===== src/rtl/p_hit_pkg.sv =====
`default_nettype none

package p_hit_pkg;

    // coordinates per vector (x, y, z)
    localparam int NUM_AXES = 3;

    // signed fixed point word, two's complement
    localparam int D_BITS_DEF = 32;

    // fraction bits of every coordinate and of t
    localparam int Q_BITS_DEF = 16;

    // triangle id width, carried zero-extended in a data lane
    localparam int M_BITS_DEF = 32;

    // entries per queue
    localparam int FIFO_DEPTH_DEF = 16;

endpackage

`default_nettype wire

===== src/rtl/fifo_array.sv =====
`timescale 1ns/1ps
`default_nettype none

module fifo_array #(
    parameter int WIDTH      = p_hit_pkg::D_BITS_DEF,
    parameter int ARRAY_SIZE = p_hit_pkg::NUM_AXES,
    parameter int FIFO_DEPTH = p_hit_pkg::FIFO_DEPTH_DEF
) (
    input  logic                        clock,
    input  logic                        rst_n,
    input  logic                        wr_en,
    input  logic [ARRAY_SIZE*WIDTH-1:0] din,
    output logic                        full,
    input  logic                        rd_en,
    output logic [ARRAY_SIZE*WIDTH-1:0] dout,
    output logic                        empty
);

    localparam int PTR_W = (FIFO_DEPTH > 1) ? $clog2(FIFO_DEPTH) : 1;
    localparam int CNT_W = $clog2(FIFO_DEPTH + 1);

    logic [ARRAY_SIZE*WIDTH-1:0] mem [FIFO_DEPTH];
    logic [PTR_W-1:0]            wr_ptr;
    logic [PTR_W-1:0]            rd_ptr;
    logic [CNT_W-1:0]            count;
    logic [CNT_W-1:0]            count_next;
    logic                        do_wr;
    logic                        do_rd;

    // wrap at FIFO_DEPTH, depth need not be a power of two
    function automatic logic [PTR_W-1:0] ptr_inc(input logic [PTR_W-1:0] ptr);
        if (ptr == PTR_W'(FIFO_DEPTH - 1)) begin
            return '0;
        end
        return ptr + 1'b1;
    endfunction

    assign do_wr = wr_en && !full;
    assign do_rd = rd_en && !empty;

    // head entry is visible without a read
    assign dout = mem[rd_ptr];

    always_comb begin
        count_next = count;
        if (do_wr && !do_rd) begin
            count_next = count + 1'b1;
        end else if (do_rd && !do_wr) begin
            count_next = count - 1'b1;
        end
    end

    always_ff @(posedge clock) begin
        if (do_wr) begin
            mem[wr_ptr] <= din;
        end
    end

    // flags are registered from the next count, full held high in reset
    always_ff @(posedge clock) begin
        if (!rst_n) begin
            wr_ptr <= '0;
            rd_ptr <= '0;
            count  <= '0;
            full   <= 1'b1;
            empty  <= 1'b1;
        end else begin
            if (do_wr) begin
                wr_ptr <= ptr_inc(wr_ptr);
            end
            if (do_rd) begin
                rd_ptr <= ptr_inc(rd_ptr);
            end
            count <= count_next;
            full  <= (count_next == CNT_W'(FIFO_DEPTH));
            empty <= (count_next == '0);
        end
    end

    assert property (@(posedge clock) disable iff (!rst_n) wr_en |-> !full)
        else $error("fifo_array: write while full, record dropped");

    assert property (@(posedge clock) disable iff (!rst_n) rd_en |-> !empty)
        else $error("fifo_array: read while empty");

endmodule

`default_nettype wire


===== config.mk =====
export PLATFORM = sky130hd
export DESIGN_NAME = fifo_array
export DESIGN_NICKNAME = d
export VERILOG_FILES = /design/src/rtl/p_hit_pkg.sv /design/src/rtl/fifo_array.sv
export SDC_FILE = /design/constraint.sdc
export NUM_CORES = 1
export LEC_CHECK = 0
export BUFFER_PORTS_ARGS = -buffer_cell sky130_fd_sc_hd__buf_4
export CAP_MARGIN = 20
export CORE_MARGIN = 2
export CORE_UTILIZATION = 50
export DETAILED_ROUTE_END_ITERATION = 8
export PLACE_DENSITY = 0.77
export SYNTH_ARGS = -nofsm -noshare
export SYNTH_HDL_FRONTEND = slang
export SYNTH_SLANG_ARGS = --single-unit

===== constraint.sdc =====
create_clock -name clock -period 8.4 [get_ports clock]
set_input_delay 1.26 -clock clock [delete_from_list [all_inputs] [get_ports clock]]
set_output_delay 1.26 -clock clock [all_outputs]
set_load 0.02 [all_outputs]

---- Word-level counts from Yosys, hierarchy flattened ----
Memory sizes are Yosys's and may differ from the RTL's. A register that Yosys moved wholly into a read port is not among the register bits.
Cells that the tools add are included.
Widths: inputs -> output; s select.
word-level totals
  logic and storage cells ................. 38
  bits in registers ....................... 15
  input port bits ......................... 100
  RAM bits ................................ 1536
  output and inout bits ................... 98
  memories ................................ 1
memory list
  memory  depth  bits a word  read ports  clocked after Yosys merged registers in  wr ports  RTL line          RTL
  mem     16     96           1           1                                        1         fifo_array.sv:22  logic [ARRAY_SIZE*WIDTH-1:0] mem [FIFO_DEPTH];
cells by class
  add/subtract/negate cells ............... 4
  multiplexer cells ....................... 16
  reductions and logical operators ........ 9
  eq/ne operators ......................... 3
operators by type and width
  cell                 count
  $mux 4               6
  $mux 5               2
  $add 4x1->4 const B  2
  $eq 4x4->1 const B   2
  $mux 1               8
  $add 5x1->5 const B  1
  $eq 5x5->1 const B   1
  $logic_not 5->1      1
  $sub 5x1->5 const B  1
  $logic_and 1x1->1    4
  $logic_not 1->1      4

---- Logic depth before layout (Yosys ltp) ----
  depth in word-level cells ............... 7
  depth in mapped cells ................... 6
  mapped depth without buffers ............ 6

---- Worst setup path before layout ----
No wires, ideal clock.
  path kind ............................... in2reg
  start ................................... in wr_en
  end ..................................... mem mem[3][0] (netlist name), enable pin
  path buffers ............................ 1
  library setup time ...................... 668 ps
  stages .................................. 4
  arrival time ............................ 8226 ps
  required time ........................... 7732 ps
  path slack .............................. -494 ps
  cell sequence ........................... nor2b_1 buf_2 nand2_1 nor3_1
between the ends
  longest elaborated chain between the ends .. 3
RTL lines
  what                          RTL line          RTL
  start: declaration            fifo_array.sv:11  input logic wr_en,
  $logic_and 1x1->1             fifo_array.sv:38  assign do_wr = wr_en && !full;
  $mux 1                        fifo_array.sv:54  if (do_wr) begin
  $mux 1 (not written as such)  fifo_array.sv:55  mem[wr_ptr] <= din;
  end: declaration              fifo_array.sv:22
Every way passes these cells.

==> flow_summary.toml <==
[logic_synthesis]
synth-xor-area-share_pct = 0.0748
synth_nets = 2355
syn-cell-area_um2 = 58500
syn_inst = 2248
synth_mux_area_share_pct = 18.5
ys_seq_elements = 1555
syn_area_per_cell_um2 = 26.0
synth_top_family_by_area = "multiplexers"
yosys.area_share.simple_pct = 0.509
synth-compound-area-share_pct = 0.259
synthAdderAreaFrac_pct = 0.150
ys_warn_count = 0
ys_seq_area_share_pct = 79.4
yosysUniqueCellTypes = 35

[layout]
layout.cells.most_common = "edfxtp_1"
syn_to_final_growth_pct = 14.3
layout-drive-gt1-share_pct = 36.0
nets = 2630
final_cell_mix = "1536 x edfxtp_1, 480 x mux4_2, 213 x buf_4"

[place]
port_buffers = 197
gp_congestion = 0.731
dp_hpwl_um = 58800

[drt]
vias = 25900
antenna_left = 0
routed_wl_um = 128000
drt-initial-drc-count = 2940
wl_per_cell_um = 30.8
via_per_inst = 6.21
drc_errors = 0
drt_first_pass_iters = 5

[outcome]
outcome = "finished clean"

[floorplan]
dieWidth_um = 346
die_h_um = 346
die-area_um2 = 120000
core_area_um2 = 116000
num_io_pins = 198
rows = 125
start_util_pct = 50.4

[grt]
grtUsageMet1_pct = 29.6
grt_pass1_vias = 27400
grt_pass1_wl_um = 189000
met2_usage_pct = 35.9
top_usage_layer = "met2"
antenna_found_initial = 13
grt_overflow = 0
grt_max_degree = 177
grtUsageMet3_pct = 4.62
track_usage_pct = 21.7

[worst_setup_path]
cp.required_ps = 7140
slowest_stage = "dfxtp_4"
worst_path_largest_cell_delay_ps = 920
cp-end-kind = "output port"
critPathLaunchType = "register"
cp_max_fo = 120
cp.arrival_ps = 3960
path_class = "reg -> out"
cp_common_cell = "mux4_2"
path_cells = "buf_12 > mux4_2 > mux4_2 > buf_4"

[sta]
tightest_slew_ps = 1170
tns_ps = 0
setup_violations = 0
period_share_pct = 62.2
clock_skew_ps = 32.4
min_period_ps = 5220
rsz0062_at_grt = "false"
finalHoldViolations = 0
finalMaxSlewViolations = 0
max_slew_margin_pct = 22.1
fmax_ghz = 0.191

[clocking]
cts_tree = "done"
clk_path_buf_depth = 3
postCtsSetupBuffers = 0
root_buffer = "clkbuf_16"
cts.sinks = 1555
insertion_delay_ps = 750
holdBufCountCts = 0
cts_resized = 0
numCtsBuffers = 154
htreeDepth = 4
clk_pin_slew_worst_paths_ps = 60

[pwr]
total_power_mw = 17.0
ir_drop_uv = 221
p_leak_nw = 20.3
pwr_density_cell_nw_per_um2 = 254

[run]
max_cap_viol_count = 0

[worst_hold_path]
hp-class = "reg -> reg"
==> state kept, by name, summed over array words and instances, names as in the netlist, named ones only <==
name and cells:
count 5, empty 1, full 1, mem 1536
rd_ptr 4, wr_ptr 4
==> area by class of cell <==
type / instances / area (um2)
diodes: 4 / 10.0
clock buffers: 179 / 4010
clock inverters: 93 / 905
fillers: 7892 / 49300
inverters: 6 / 22.5
multi-input cells: 574 / 11500
flip-flops and latches: 1555 / 46500
well taps: 1524 / 1910
repair buffers: 232 / 1990
==> synthesized netlist by cell type, drive strengths merged <==
library cell     n  area share [%]
a211oi           2           0.026
a21boi           3           0.038
a21oi            4           0.034
a311oi           2           0.030
and2             5           0.053
and3             2           0.021
and4             2           0.030
buf             63            0.74
clkbuf          50            0.32
dfxtp           19            0.65
edfxtp        1536              79
ha               7            0.15
inv              6           0.038
mux4           480              18
nand2           13           0.083
nand2b           4           0.043
nand3            2           0.017
nand4            1           0.011
nor2            16            0.10
nor2b            4           0.043
nor3             7           0.060
nor4             2           0.021
o211ai           1           0.013
o21a             1           0.013
o21ai            4           0.034
o2bb2ai          1           0.015
o311a            1           0.017
o31ai            3           0.038
or3              1           0.011
or4              1           0.013
xnor2            4           0.060
xor2             1           0.015
==> cells by family (layout without fill, tap and decap cells) <==
family	Yosys count	in the layout
flip-flops	1555	1555
multiplexers	480	480
buffers and inverters	119	510
AND/OR/NAND/NOR	60	60
AO/OA/AOI/OAI	22	22
adder cells (fa/ha/maj)	7	7
XOR/XNOR	5	5
other	0	4
==> metrics by stage <==
step                      area (um2)  utilization (%)  instances  hold WS, ps  setup slack, ps
after floorplan                58600                -       2248          488             2080
after global placement         61900             53.3       3889          499             3800
after detailed placement       61900             53.3       3890          549             3700
after CTS                      66900             57.5       4162          558             3020
after global routing           66900             57.6       4165          578             2810
final                          66900             57.6       4167          546             3180
==> worst max-delay path: cells and delay by family, from the launching register on <==
kind,cells,cell delay [ps]
mux,2,1140
flops,1,920
buf+inv,2,870
==> metal layers <==
layer	wire length (um)	vias up
met5	111	-
met4	2770	18
met3	10700	206
met2	65500	1252
met1	49200	14000
li1	-	10400
==> power by group <==
part / switching (mW) / total, mW / leakage, nW / internal, mW
Sequential: 0.0585 / 8.66 / 14.0 / 8.60
Combinational: 0.806 / 1.62 / 3.86 / 0.815
Clock: 2.86 / 6.69 / 2.40 / 3.83
Total: 3.73 / 17.0 / 20.3 / 13.3
==> path summary, 6_finish.rpt <==
kind	end	slack, ps	start	depth (start not counted)
max	dout[54]	3180	register	4
min	wr_ptr[1]	550	wr_ptr[1]	2
max reg2reg	mem[15][67]	4740	full	5
min reg2reg	wr_ptr[1]	550	wr_ptr[1]	2
(Power assumes the default switching activity.)
